`config.mk`:
```
export PLATFORM = sky130hd
export DESIGN_NAME = ncpu_decode_top
export DESIGN_NICKNAME = d
export VERILOG_FILES = /design/src/common/ncpu_pkg.sv /design/src/decode/id_stage.sv /design/src/decode/insn_dec.sv /design/src/fetch/fetch_queue.sv /design/src/verilog/ncpu_decode_top.sv /design/src/verilog/rn_buffer.sv
export SDC_FILE = /design/constraint.sdc
export NUM_CORES = 2
export LEC_CHECK = 0
export ABC_AREA = 1
export BUFFER_PORTS_ARGS = -buffer_cell sky130_fd_sc_hd__buf_2
export CORE_UTILIZATION = 45
export CTS_CLUSTER_DIAMETER = 200
export CTS_CLUSTER_SIZE = 24
export DETAILED_ROUTE_END_ITERATION = 7
export SYNTH_ARGS = -nofsm -noshare
export SYNTH_HDL_FRONTEND = slang
export SYNTH_SLANG_ARGS = --single-unit
```
`constraint.sdc`:
```
create_clock -name clk -period 20.5 [get_ports clk]
set_input_delay 4.1 -clock clk [delete_from_list [all_inputs] [get_ports clk]]
set_output_delay 4.1 -clock clk [all_outputs]
set_load 0.1 [all_outputs]
```
`src/common/ncpu_pkg.sv`:
```
/*
 * ncpu shared definitions
 * Instruction fields, opcodes, unit and flag encodings for the decode slice
 */
package ncpu_pkg;

   // log2 of the decode width
   localparam int ISSUE_W_P = 1;

   typedef logic [31:0] insn_t;
   typedef logic [31:0] pc_t;
   typedef logic [31:0] data_t;
   typedef logic [4:0]  lreg_t;
   typedef logic [3:0]  uop_t;
   typedef logic [3:0]  fe_t;

   // Bit positions within fe_t
   localparam int FE_FETCH = 0;
   localparam int FE_ILL   = 1;
   localparam int FE_SYS   = 2;
   localparam int FE_IRQ   = 3;

   typedef enum logic [5:0] {
      OP_ADD     = 6'd0,
      OP_SUB     = 6'd1,
      OP_AND     = 6'd2,
      OP_OR      = 6'd3,
      OP_XOR     = 6'd4,
      OP_ADDI    = 6'd8,
      OP_ANDI    = 6'd9,
      OP_LD      = 6'd16,
      OP_ST      = 6'd17,
      OP_BEQ     = 6'd24,
      OP_JAL     = 6'd25,
      OP_SYSCALL = 6'd32
   } opcode_e;

   typedef enum logic [1:0] {
      FU_ALU,
      FU_LSU,
      FU_BRU,
      FU_EPU
   } fu_e;

   // Instruction field extraction
   function automatic logic [5:0] insn_opc(insn_t insn);
      return insn[31:26];
   endfunction

   function automatic lreg_t insn_rd(insn_t insn);
      return insn[25:21];
   endfunction

   function automatic lreg_t insn_rs1(insn_t insn);
      return insn[20:16];
   endfunction

   function automatic lreg_t insn_rs2(insn_t insn);
      return insn[15:11];
   endfunction

   // 16-bit immediate, sign extended to the datapath width
   function automatic data_t insn_simm(insn_t insn);
      return {{16{insn[15]}}, insn[15:0]};
   endfunction

endpackage

```
`src/decode/id_stage.sv`:
```
/*
 * Decode stage
 * Decodes the queue heads slot by slot and registers them toward rename
 */
`timescale 1ns/1ps

module id_stage
#(
   parameter int P_ISSUE_WIDTH = 1
)
(
   input  logic                                       clk,
   input  logic                                       rst_n,
   input  logic                                       flush,
   input  logic                                       rn_stall_req,
   input  logic                                       irq_async,
   // From fetch queue
   input  logic [(1<<P_ISSUE_WIDTH)-1:0]              id_valid,
   input  ncpu_pkg::insn_t [(1<<P_ISSUE_WIDTH)-1:0]   id_insn,
   input  ncpu_pkg::pc_t [(1<<P_ISSUE_WIDTH)-1:0]     id_pc,
   input  logic [(1<<P_ISSUE_WIDTH)-1:0]              id_exc,
   output logic [P_ISSUE_WIDTH:0]                     id_pop_cnt,
   // To rename buffer
   output logic [(1<<P_ISSUE_WIDTH)-1:0]              rn_valid,
   output ncpu_pkg::fu_e [(1<<P_ISSUE_WIDTH)-1:0]     rn_fu,
   output ncpu_pkg::uop_t [(1<<P_ISSUE_WIDTH)-1:0]    rn_uop,
   output ncpu_pkg::data_t [(1<<P_ISSUE_WIDTH)-1:0]   rn_imm,
   output ncpu_pkg::pc_t [(1<<P_ISSUE_WIDTH)-1:0]     rn_pc,
   output ncpu_pkg::fe_t [(1<<P_ISSUE_WIDTH)-1:0]     rn_fe,
   output ncpu_pkg::lreg_t [(1<<P_ISSUE_WIDTH)-1:0]   rn_rs1,
   output logic [(1<<P_ISSUE_WIDTH)-1:0]              rn_rs1_re,
   output ncpu_pkg::lreg_t [(1<<P_ISSUE_WIDTH)-1:0]   rn_rs2,
   output logic [(1<<P_ISSUE_WIDTH)-1:0]              rn_rs2_re,
   output ncpu_pkg::lreg_t [(1<<P_ISSUE_WIDTH)-1:0]   rn_rd,
   output logic [(1<<P_ISSUE_WIDTH)-1:0]              rn_rd_we,
   output logic [P_ISSUE_WIDTH:0]                     rn_push_size
);
   import ncpu_pkg::*;

   localparam int IW = 1 << P_ISSUE_WIDTH;

   logic              p_ce;
   logic [IW-1:0]     fire;
   fu_e [IW-1:0]      dec_fu;
   uop_t [IW-1:0]     dec_uop;
   data_t [IW-1:0]    dec_imm;
   fe_t [IW-1:0]      dec_fe;
   logic [IW-1:0]     dec_we;
   lreg_t [IW-1:0]    dec_rd;
   logic [IW-1:0]     dec_rs1_re;
   lreg_t [IW-1:0]    dec_rs1;
   logic [IW-1:0]     dec_rs2_re;
   lreg_t [IW-1:0]    dec_rs2;

   for (genvar i = 0; i < IW; i++)
   begin : gen_dec
      insn_dec u_dec (
         .id_valid    (id_valid[i]),
         .id_insn     (id_insn[i]),
         .id_exc      (id_exc[i]),
         // Interrupts are only taken on the oldest slot
         .irq_async   ((i == 0) ? irq_async : 1'b0),
         .fu          (dec_fu[i]),
         .uop         (dec_uop[i]),
         .imm         (dec_imm[i]),
         .fe          (dec_fe[i]),
         .rf_we       (dec_we[i]),
         .rf_waddr    (dec_rd[i]),
         .rf_rs1_re   (dec_rs1_re[i]),
         .rf_rs1_addr (dec_rs1[i]),
         .rf_rs2_re   (dec_rs2_re[i]),
         .rf_rs2_addr (dec_rs2[i])
      );
   end

   assign p_ce = ~rn_stall_req;
   // Nothing is consumed while rename stalls
   assign fire = id_valid & {IW{p_ce}};

   always_comb
   begin
      id_pop_cnt = '0;
      for (int i = 0; i < IW; i++)
      begin
         id_pop_cnt = id_pop_cnt + (P_ISSUE_WIDTH+1)'(fire[i]);
      end
   end

   // Valid and size load every cycle so a held slot is never pushed twice
   always_ff @(posedge clk)
   begin
      if (!rst_n)
      begin
         rn_valid     <= '0;
         rn_push_size <= '0;
      end
      else
      begin
         rn_valid     <= fire & {IW{~flush}};
         rn_push_size <= flush ? '0 : id_pop_cnt;
      end
   end

   always_ff @(posedge clk)
   begin
      if (p_ce)
      begin
         rn_fu     <= dec_fu;
         rn_uop    <= dec_uop;
         rn_imm    <= dec_imm;
         rn_pc     <= id_pc;
         rn_fe     <= dec_fe;
         rn_rs1    <= dec_rs1;
         rn_rs1_re <= dec_rs1_re;
         rn_rs2    <= dec_rs2;
         rn_rs2_re <= dec_rs2_re;
         rn_rd     <= dec_rd;
         rn_rd_we  <= dec_we;
      end
   end

endmodule

```
`src/decode/insn_dec.sv`:
```
/*
 * Single-slot instruction decoder
 * Maps an instruction word to unit, micro-op, immediate, registers and flags
 */
`timescale 1ns/1ps

module insn_dec
(
   input  logic             id_valid,
   input  ncpu_pkg::insn_t  id_insn,
   input  logic             id_exc,
   input  logic             irq_async,
   output ncpu_pkg::fu_e    fu,
   output ncpu_pkg::uop_t   uop,
   output ncpu_pkg::data_t  imm,
   output ncpu_pkg::fe_t    fe,
   output logic             rf_we,
   output ncpu_pkg::lreg_t  rf_waddr,
   output logic             rf_rs1_re,
   output ncpu_pkg::lreg_t  rf_rs1_addr,
   output logic             rf_rs2_re,
   output ncpu_pkg::lreg_t  rf_rs2_addr
);
   import ncpu_pkg::*;

   logic [5:0] opc_raw;
   opcode_e    opc;
   logic       legal;
   logic       is_sys;
   logic       we;
   logic       re1;
   logic       re2;
   logic       use_imm;

   assign opc_raw = insn_opc(id_insn);
   assign opc     = opcode_e'(opc_raw);

   always_comb
   begin
      fu      = FU_EPU;
      legal   = 1'b1;
      is_sys  = 1'b0;
      we      = 1'b0;
      re1     = 1'b0;
      re2     = 1'b0;
      use_imm = 1'b0;
      // Fetch fault, word is not trusted
      if (id_exc)
      begin
         legal = 1'b0;
      end
      else
      begin
         case (opc)
            OP_ADD, OP_SUB, OP_AND, OP_OR, OP_XOR:
            begin
               fu  = FU_ALU;
               we  = 1'b1;
               re1 = 1'b1;
               re2 = 1'b1;
            end
            OP_ADDI, OP_ANDI, OP_LD:
            begin
               fu      = (opc == OP_LD) ? FU_LSU : FU_ALU;
               we      = 1'b1;
               re1     = 1'b1;
               use_imm = 1'b1;
            end
            OP_ST, OP_BEQ:
            begin
               fu      = (opc == OP_ST) ? FU_LSU : FU_BRU;
               re1     = 1'b1;
               re2     = 1'b1;
               use_imm = 1'b1;
            end
            OP_JAL:
            begin
               fu      = FU_BRU;
               we      = 1'b1;
               use_imm = 1'b1;
            end
            OP_SYSCALL:
            begin
               is_sys = 1'b1;
            end
            default:
            begin
               legal = 1'b0;
            end
         endcase
      end
   end

   assign uop = legal ? uop_t'(opc_raw[3:0]) : '0;
   assign imm = use_imm ? insn_simm(id_insn) : '0;

   always_comb
   begin
      fe           = '0;
      fe[FE_FETCH] = id_exc;
      fe[FE_ILL]   = ~legal & ~id_exc;
      fe[FE_SYS]   = is_sys;
      fe[FE_IRQ]   = irq_async & id_valid;
   end

   // r0 is hardwired, never a write target
   assign rf_waddr    = insn_rd(id_insn);
   assign rf_we       = we & id_valid & (rf_waddr != '0);
   assign rf_rs1_addr = insn_rs1(id_insn);
   assign rf_rs1_re   = re1 & id_valid;
   assign rf_rs2_addr = insn_rs2(id_insn);
   assign rf_rs2_re   = re2 & id_valid;

endmodule

```
`src/fetch/fetch_queue.sv`:
```
/*
 * Fetch queue
 * Circular instruction buffer that shows its oldest entries to decode
 * and retires a variable number of them per cycle
 */
`timescale 1ns/1ps

module fetch_queue
#(
   parameter int P_ISSUE_WIDTH = 1,
   parameter int P_DEPTH       = 3
)
(
   input  logic                                          clk,
   input  logic                                          rst_n,
   input  logic                                          flush,
   // Instruction source
   input  logic                                          fq_push,
   input  ncpu_pkg::insn_t                               fq_insn,
   input  ncpu_pkg::pc_t                                 fq_pc,
   input  logic                                          fq_exc,
   output logic                                          fq_full,
   // Decode side
   output logic [(1<<P_ISSUE_WIDTH)-1:0]                 id_valid,
   output ncpu_pkg::insn_t [(1<<P_ISSUE_WIDTH)-1:0]      id_insn,
   output ncpu_pkg::pc_t [(1<<P_ISSUE_WIDTH)-1:0]        id_pc,
   output logic [(1<<P_ISSUE_WIDTH)-1:0]                 id_exc,
   input  logic [P_ISSUE_WIDTH:0]                        id_pop_cnt
);
   import ncpu_pkg::*;

   localparam int IW    = 1 << P_ISSUE_WIDTH;
   localparam int DEPTH = 1 << P_DEPTH;

   insn_t              mem_insn [0:DEPTH-1];
   pc_t                mem_pc   [0:DEPTH-1];
   logic               mem_exc  [0:DEPTH-1];

   logic [P_DEPTH-1:0] head;
   logic [P_DEPTH-1:0] tail;
   logic [P_DEPTH:0]   count;
   logic               push_ok;

   assign fq_full = (count == (P_DEPTH+1)'(DEPTH));
   // A push into a full queue is dropped
   assign push_ok = fq_push & ~fq_full;

   // Payload storage
   always_ff @(posedge clk)
   begin
      if (push_ok)
      begin
         mem_insn[tail] <= fq_insn;
         mem_pc[tail]   <= fq_pc;
         mem_exc[tail]  <= fq_exc;
      end
   end

   always_ff @(posedge clk)
   begin
      if (!rst_n || flush)
      begin
         head  <= '0;
         tail  <= '0;
         count <= '0;
      end
      else
      begin
         head  <= head + P_DEPTH'(id_pop_cnt);
         tail  <= tail + P_DEPTH'(push_ok);
         count <= count + (P_DEPTH+1)'(push_ok) - (P_DEPTH+1)'(id_pop_cnt);
      end
   end

   // Oldest entries, slot 0 at the head
   always_comb
   begin
      for (int i = 0; i < IW; i++)
      begin
         id_valid[i] = (count > (P_DEPTH+1)'(i));
         id_insn[i]  = mem_insn[head + P_DEPTH'(i)];
         id_pc[i]    = mem_pc[head + P_DEPTH'(i)];
         id_exc[i]   = mem_exc[head + P_DEPTH'(i)];
      end
   end

endmodule

```
`src/verilog/ncpu_decode_top.sv`:
```
/*
 * Decode slice top level
 * Fetch queue, two-wide decode stage and rename buffer in one pipeline
 */
`timescale 1ns/1ps

module ncpu_decode_top
#(
   parameter int P_ISSUE_WIDTH = ncpu_pkg::ISSUE_W_P,
   parameter int FQ_DEPTH_P    = 3,
   parameter int RB_DEPTH_P    = 3
)
(
   input  logic              clk,
   input  logic              rst_n,
   input  logic              flush,
   input  logic              irq_async,
   // Instruction source
   input  logic              fq_push,
   input  ncpu_pkg::insn_t   fq_insn,
   input  ncpu_pkg::pc_t     fq_pc,
   input  logic              fq_exc,
   output logic              fq_full,
   // Micro-op sink
   input  logic              out_ready,
   output logic              out_valid,
   output ncpu_pkg::pc_t     out_pc,
   output ncpu_pkg::fu_e     out_fu,
   output ncpu_pkg::uop_t    out_uop,
   output ncpu_pkg::data_t   out_imm,
   output ncpu_pkg::fe_t     out_fe,
   output ncpu_pkg::lreg_t   out_rs1,
   output logic              out_rs1_re,
   output ncpu_pkg::lreg_t   out_rs2,
   output logic              out_rs2_re,
   output ncpu_pkg::lreg_t   out_rd,
   output logic              out_rd_we
);
   import ncpu_pkg::*;

   localparam int IW = 1 << P_ISSUE_WIDTH;

   // Queue heads toward decode
   logic [IW-1:0]          id_valid;
   insn_t [IW-1:0]         id_insn;
   pc_t [IW-1:0]           id_pc;
   logic [IW-1:0]          id_exc;
   logic [P_ISSUE_WIDTH:0] id_pop_cnt;

   // Registered decode slots
   logic [IW-1:0]          rn_valid;
   fu_e [IW-1:0]           rn_fu;
   uop_t [IW-1:0]          rn_uop;
   data_t [IW-1:0]         rn_imm;
   pc_t [IW-1:0]           rn_pc;
   fe_t [IW-1:0]           rn_fe;
   lreg_t [IW-1:0]         rn_rs1;
   logic [IW-1:0]          rn_rs1_re;
   lreg_t [IW-1:0]         rn_rs2;
   logic [IW-1:0]          rn_rs2_re;
   lreg_t [IW-1:0]         rn_rd;
   logic [IW-1:0]          rn_rd_we;
   logic [P_ISSUE_WIDTH:0] rn_push_size;
   logic                   rn_stall_req;

   fetch_queue #(.P_ISSUE_WIDTH(P_ISSUE_WIDTH), .P_DEPTH(FQ_DEPTH_P)) u_fetch_queue (.*);

   id_stage #(.P_ISSUE_WIDTH(P_ISSUE_WIDTH)) u_id_stage (.*);

   rn_buffer #(.P_ISSUE_WIDTH(P_ISSUE_WIDTH), .P_DEPTH(RB_DEPTH_P)) u_rn_buffer (.*);

endmodule

```
`src/verilog/rn_buffer.sv`:
```
/*
 * Rename buffer
 * Collects decoded slots in order and releases one micro-op per cycle
 */
`timescale 1ns/1ps

module rn_buffer
#(
   parameter int P_ISSUE_WIDTH = 1,
   parameter int P_DEPTH       = 3
)
(
   input  logic                                       clk,
   input  logic                                       rst_n,
   input  logic                                       flush,
   // From decode stage
   input  logic [(1<<P_ISSUE_WIDTH)-1:0]              rn_valid,
   input  ncpu_pkg::fu_e [(1<<P_ISSUE_WIDTH)-1:0]     rn_fu,
   input  ncpu_pkg::uop_t [(1<<P_ISSUE_WIDTH)-1:0]    rn_uop,
   input  ncpu_pkg::data_t [(1<<P_ISSUE_WIDTH)-1:0]   rn_imm,
   input  ncpu_pkg::pc_t [(1<<P_ISSUE_WIDTH)-1:0]     rn_pc,
   input  ncpu_pkg::fe_t [(1<<P_ISSUE_WIDTH)-1:0]     rn_fe,
   input  ncpu_pkg::lreg_t [(1<<P_ISSUE_WIDTH)-1:0]   rn_rs1,
   input  logic [(1<<P_ISSUE_WIDTH)-1:0]              rn_rs1_re,
   input  ncpu_pkg::lreg_t [(1<<P_ISSUE_WIDTH)-1:0]   rn_rs2,
   input  logic [(1<<P_ISSUE_WIDTH)-1:0]              rn_rs2_re,
   input  ncpu_pkg::lreg_t [(1<<P_ISSUE_WIDTH)-1:0]   rn_rd,
   input  logic [(1<<P_ISSUE_WIDTH)-1:0]              rn_rd_we,
   input  logic [P_ISSUE_WIDTH:0]                     rn_push_size,
   output logic                                       rn_stall_req,
   // Micro-op output
   input  logic                                       out_ready,
   output logic                                       out_valid,
   output ncpu_pkg::pc_t                              out_pc,
   output ncpu_pkg::fu_e                              out_fu,
   output ncpu_pkg::uop_t                             out_uop,
   output ncpu_pkg::data_t                            out_imm,
   output ncpu_pkg::fe_t                              out_fe,
   output ncpu_pkg::lreg_t                            out_rs1,
   output logic                                       out_rs1_re,
   output ncpu_pkg::lreg_t                            out_rs2,
   output logic                                       out_rs2_re,
   output ncpu_pkg::lreg_t                            out_rd,
   output logic                                       out_rd_we
);
   import ncpu_pkg::*;

   localparam int IW    = 1 << P_ISSUE_WIDTH;
   localparam int DEPTH = 1 << P_DEPTH;
   localparam int ENT_W = $bits(pc_t) + $bits(fu_e) + $bits(uop_t) + $bits(data_t)
                          + $bits(fe_t) + 3 * $bits(lreg_t) + 3;

   logic [ENT_W-1:0]        mem [0:DEPTH-1];
   logic [P_DEPTH-1:0]      head;
   logic [P_DEPTH-1:0]      tail;
   logic [P_DEPTH:0]        count;
   logic [P_DEPTH:0]        free;
   logic                    pop;
   logic [$bits(fu_e)-1:0]  head_fu;

   // Slots arrive packed from slot 0, so slot i lands at tail + i
   always_ff @(posedge clk)
   begin
      for (int i = 0; i < IW; i++)
      begin
         if (rn_valid[i])
         begin
            mem[tail + P_DEPTH'(i)] <= {rn_pc[i], rn_fu[i], rn_uop[i], rn_imm[i], rn_fe[i],
                                        rn_rs1[i], rn_rs1_re[i], rn_rs2[i], rn_rs2_re[i],
                                        rn_rd[i], rn_rd_we[i]};
         end
      end
   end

   assign out_valid = (count != '0);
   assign pop       = out_valid & out_ready;

   always_ff @(posedge clk)
   begin
      if (!rst_n || flush)
      begin
         head  <= '0;
         tail  <= '0;
         count <= '0;
      end
      else
      begin
         head  <= head + P_DEPTH'(pop);
         tail  <= tail + P_DEPTH'(rn_push_size);
         count <= count + (P_DEPTH+1)'(rn_push_size) - (P_DEPTH+1)'(pop);
      end
   end

   // Free space counts the slots still in the decode register as taken
   assign free         = (P_DEPTH+1)'(DEPTH) - count - (P_DEPTH+1)'(rn_push_size);
   assign rn_stall_req = (free < (P_DEPTH+1)'(2));

   assign {out_pc, head_fu, out_uop, out_imm, out_fe, out_rs1, out_rs1_re,
           out_rs2, out_rs2_re, out_rd, out_rd_we} = mem[head];
   assign out_fu = fu_e'(head_fu);

endmodule
```
=== After elaboration in Yosys (flattened, before gate mapping) ===
Memories as Yosys holds them, arrays and structs flattened. A register that Yosys moved wholly into a read port is not among the register bits.
Index checks and enable logic that the tools add are counted.

* Bits in registers: 111
* RAM bits: 1256
* Input port bits: 71
* Output and inout port bits: 94
* Word-level logic and storage cells: 156
* Memories: 4

{| class="wikitable"
|+ Memory list
! name !! depth !! bits a word !! rd ports !! clocked after Yosys merged registers in !! wr ports !! RTL line !! text
|-
| u_rn_buffer.mem || 8 || 92 || 1 || 1 || 2 || rn_buffer.sv:53 || <nowiki>logic [ENT_W-1:0] mem [0:DEPTH-1];</nowiki>
|-
| u_fetch_queue.mem_insn || 8 || 32 || 2 || 1 || 1 || fetch_queue.sv:35 || <nowiki>insn_t mem_insn [0:DEPTH-1];</nowiki>
|-
| u_fetch_queue.mem_pc || 8 || 32 || 2 || 2 || 1 || fetch_queue.sv:36 || <nowiki>pc_t mem_pc [0:DEPTH-1];</nowiki>
|-
| u_fetch_queue.mem_exc || 8 || 1 || 2 || 1 || 1 || fetch_queue.sv:37 || <nowiki>logic mem_exc [0:DEPTH-1];</nowiki>
|}

* Add/sub/neg operators: 13
* $lt $le $gt $ge: 3
* Equality and inequality tests: 23
* Mux-type cells: 37
* Bitwise operators: 23
* Reductions and logical operators: 26

{| class="wikitable"
|+ Operators with widths
! kind !! count
|-
| 6-bit by 5-bit == test with 1-bit output, second input constant || 8
|-
| 1-bit 2-to-1 mux || 30
|-
| 6-bit by 2-bit == test with 1-bit output, second input constant || 4
|-
| 6-bit by 4-bit == test with 1-bit output, second input constant || 4
|-
| 12-bit OR reduction || 2
|-
| 10-bit OR reduction || 2
|-
| 9-bit OR reduction || 2
|-
| 2-bit one-hot mux with 4 select lines || 2
|-
| 7-bit OR reduction || 2
|-
| 1-bit AND || 13
|-
| 6-bit by 1-bit == test with 1-bit output, second input constant || 2
|-
| 6-bit by 3-bit == test with 1-bit output, second input constant || 2
|-
| 6-bit == test, second input constant || 2
|-
| 6-bit zero test || 2
|-
| 6-bit OR reduction || 2
|-
| 5-bit nonzero test || 2
|-
| 5-bit OR reduction || 2
|-
| 3-bit 2-to-1 mux || 3
|-
| 4-bit by 1-bit > comparator with 1-bit output, second input constant || 2
|-
| 1-bit inverter || 8
|-
| 4-bit by 2-bit subtractor with 4-bit output || 2
|-
| 3-bit by 1-bit adder with 3-bit output || 2
|-
| 3-bit by 1-bit adder with 3-bit output, second input constant || 2
|-
| 3-bit by 2-bit adder with 3-bit output || 2
|-
| 14 further kinds || 21
|}

=== Logic depth before layout (Yosys ltp) ===
* Depth after elaboration: 8
* Gate-level depth with buffers: 18
* Gate-level depth less buffers: 18

=== Cells and area by module ===
From an unflattened synthesis, not the netlist that was laid out.

* Cell total of the unflattened synthesis: 9998
* Area, all modules: 80892.6 sq um

{| class="wikitable"
|+ Modules (own cells, without submodules)
! module !! times used !! cells an instance !! area an instance (sq um) !! seq. area each (sq um)
|-
| rn_buffer || 1 || 6005 || 45259.7 || 22301.4
|-
| fetch_queue || 1 || 3542 || 28586.2 || 15815.2
|-
| id_stage || 1 || 203 || 5670.4 || 5605.4
|-
| insn_dec || 2 || 124 || 688.2 || 0.0
|}

=== Least setup slack after synthesis ===
OpenSTA, ideal clock, no wires.

* Path type: register to output
* Start point: reg, netlist name u_rn_buffer.head[0]
* End point: out out_imm[16]
* Arrival time: 4.319 ns
* Data required time: 16.400 ns
* Path slack: 12.081 ns
* Cell stages (with the launch flop): 10
* Buffers on the path: 5
* Path through: dfxtp_1 > buf_2 > buf_2 > clkbuf_1 > clkbuf_1 > nor2_1 > nor2_1 > o21ai_0 > a31oi_1 > buf_4

{| class="wikitable"
|+ RTL lines
! what !! RTL line !! text
|-
| to (decl) || ncpu_decode_top.sv:30 || <nowiki>output ncpu_pkg::data_t out_imm,</nowiki>
|}

==> run summary <==
Total GRT Usage - 0.272
TNS Setup - 0 ps
Crit path max fanout - 89
Util after Layout - 0.479
Reg2reg start - u_fetch_queue.head[1]
CTS Hold Bufs - 0
# clock sinks - 1303
DIE AREA - 139000 um2
Clock buffer depth - 3
Via count - 46800
Boundary pin count - 165
GP Congestion - 0.863
R2r setup slk - 16230 ps
Syn_area_per_cell - 9.75 um2
Clk_lat worst skew - 730 ps
Initial antenna violation count - 32
Total routed wirelength - 193000 um
Layout area overhead - 5.30%
Layout Skew - 44.0 ps
CTS tree - built
Number of synthesized flops with an enable pin - 1271
Worst slack at placement - 12560 ps
Post-synthesis sequential area ratio - 0.629
Count of cell types in the netlist - 46
Top FF cell, synth - edfxtp_1
CP max stage cell - buf_4
Drt via density - 5.91
Inst Count DP - 7823
Drt pass-1 iters - 6
Setup WS post-layout - 11690 ps
Die height - 372 um
Top layer in use - met5
Max-slew headroom - 0.199
Met2 wire len - 89400 um
Chip Width - 372 um
WL met3 - 20000 um
Crit-path cells - buf_4, buf_4, o21ai_0, o22ai_1, nor2_1, a31oi_1, buf_2
CTS Root Cell - clkbuf_16
Lkg Pwr - 22.4 nW
Port Buffers - 164
Worst Hold Depth - 4
1st-iter DRT viols - 6202
R2r endpoint - u_id_stage.rn_imm[14]
Hold Path Sink - u_rn_buffer.mem[2][21]
Mapped Nets - 6433
Endpoints failing hold - 0
Worst Setup End Kind - primary output
Fillers - 12400
Max Slew Vio Count - 0
Layout Nets - 6205
Final min period - 8810 ps
Share of cells above drive strength 1 - 0.0635
R2R cell count - 11
Final Cycle Share - 0.430
Initial Util - 0.455
Min-delay src - u_rn_buffer.mem[2][21]
Slew @ Worst Pin - 1190 ps
Unrepaired setup endpoints after global routing - no
Status - complete, no violations
Post-DP HPWL - 108000 um
Area of the multi-input gates - 19100 um2
Post-route total power - 0.00766 W
Max Cap Viol - 0
Clock slew at reported path FFs - 100 ps
Setup Viol. Count Final - 0
CTS H-tree lvls - 2
Remaining DRCs - 0
Vias in the first global route - 43100
Post-CTS Setup Bufs - 0
P per Cell Area - 118 nW/um2
Routed Antenna Nets - 0
Fmax - 113 MHz
Post-Syn Area - 61700 um2
Critical Path Max Stage Delay - 870 ps
First-pass GRT wire length - 280000 um
Met1 WL - 77900 um
Core ar. - 136000 um2
Ys Warns - 0
CTS resizes - 0
Most frequent CP cell - buf_4
Critical path class - reg -> out
Worst EP required - 16400 ps
Critical Path Source Type - register
Layout Cells excl Fill - 7931
Worst hold path type - reg -> reg
Synth Instances - 6332
Total grt overflow - 0
Row Count - 135
Drt wl/cell - 24.4 um
Crit path arrival time - 4710 ps
Flops & latches, synth - 1303
VDD IR-drop max - 0.135 mV
Num CTS Buffers - 60
Asr flop ratio synth - 0
Largest net degree at the start of global routing - 248
Register area - 38800 um2
==> power by group <==
group / switching [W] / leakage (nW) / total (W) / internal (W)
Sequential: 0.000301 / 11.9 / 0.00364 / 0.00334
Clock: 0.000833 / 0.813 / 0.00139 / 0.000561
Combinational: 0.00211 / 9.68 / 0.00262 / 0.000516
==> cell usage after synthesis (11+ instances only) <==
| cell | number | area (um2) |
|---|---|---|
| edfxtp_1 | 1271 | 38200 |
| buf_1 | 43 | 161 |
| o21ai_1 | 16 | 80.1 |
| ha_1 | 25 | 313 |
| nor2_2 | 16 | 100 |
| buf_6 | 11 | 124 |
| inv_1 | 424 | 1590 |
| clkbuf_1 | 275 | 1030 |
| clkbuf_2 | 30 | 150 |
| o22ai_1 | 82 | 513 |
| a31oi_1 | 154 | 963 |
| o211ai_1 | 45 | 338 |
| nand3_1 | 119 | 596 |
| buf_2 | 147 | 736 |
| nand2_1 | 997 | 3740 |
| buf_4 | 33 | 248 |
| dfxtp_1 | 32 | 641 |
| a21oi_1 | 293 | 1470 |
| o21ai_0 | 1417 | 7090 |
| nor2_1 | 850 | 3190 |
==> flip-flops by register name, indices dropped and copies added (netlist names), 3 cells and up <==
name,flops
u_fetch_queue.count,4
u_fetch_queue.head,3
u_fetch_queue.mem_exc,8
u_fetch_queue.mem_insn,256
u_fetch_queue.mem_pc,256
u_fetch_queue.tail,3
u_id_stage.rn_fe,7
u_id_stage.rn_fu,4
u_id_stage.rn_imm,32
u_id_stage.rn_pc,64
u_id_stage.rn_rd,10
u_id_stage.rn_rs1,10
u_id_stage.rn_rs2,10
u_id_stage.rn_uop,8
u_rn_buffer.count,4
u_rn_buffer.head,3
u_rn_buffer.mem,608
u_rn_buffer.tail,3
==> cell type report <==
type,count,area share
repair buffers,250,0.0229
well taps,1781,0.0343
clock buffers,97,0.0256
multi-input cells,4061,0.294
inverters,428,0.0251
diodes,8,0.000308
clock inverters,3,0.000577
flip-flops and latches,1303,0.597
==> metal layers <==
| layer | vias to the layer above | global-route usage |
|---|---|---|
| met1 | 22600 | 0.373 |
| met4 | 32 | 0.0848 |
| met3 | 373 | 0.0425 |
| li1 | 21400 | - |
| met5 | - | 0 |
| met2 | 2441 | 0.444 |
==> stage by stage <==
step / hold WS (ps) / area [um2]
2_1_floorplan: 510 / 61700
3_3_place_gp: 532 / 63300
3_5_place_dp: 535 / 63300
4_1_cts: 562 / 65000
5_1_grt: 614 / 65000
6_report: 561 / 65000
==> how the worst max path moves through the flow <==
stage	cells past startpoint	to	slack, ps	from
global placement	7	out_imm[12]	12630	u_rn_buffer.head[0]
floorplan	9	out_imm[16]	12080	u_rn_buffer.head[0]
global route	7	out_rs2[2]	11550	u_rn_buffer.head[0]
finish	7	out_imm[12]	11690	u_rn_buffer.head[0]
CTS	7	out_imm[12]	11770	u_rn_buffer.head[0]
detailed placement	7	out_imm[12]	12560	u_rn_buffer.head[0]
==> worst max-delay path: cells and delay by family (launching register included) <==
kind                   cells  cell delay [ps]
AO/OA/AOI/OAI              3              850
AND/OR/NAND/NOR            1               60
flip-flops                 1              830
buffers and inverters      3             2130
==> placed cells by master (no fill, tap or decap), drive strengths merged <==
cell type,synthesis,layout
nor3b,2,2
buf,235,250
a21o,1,1
a31oi,154,154
nand3,121,121
and3,5,5
o21a,3,3
o211ai,45,45
o21ai,1435,1435
ha,25,25
fa,5,5
xnor2,6,6
mux2i,1,1
inv,427,431
nor2,866,866
a21boi,3,3
diode,0,8
nand2,1003,1003
and2,1,1
edfxtp,1271,1271
xor2,4,4
clkbuf,305,97
a21oi,293,293
a221oi,1,1
dfxtp,32,32
o22ai,82,82
nor3,2,2
a31o,1,1
a211oi,1,1
o221ai,1,1
==> cell families after synthesis <==
family                   after synthesis  synth area share
AO/OA/AOI/OAI                       2020             0.171
AND/OR/NAND/NOR                     2000             0.126
flip-flops                          1303             0.629
buffers and inverters                968            0.0661
adder cells (fa/ha/maj)               30           0.00669
XOR/XNOR                              10           0.00166
multiplexers                           1          0.000162
Power figures use the tool's default switching activity.
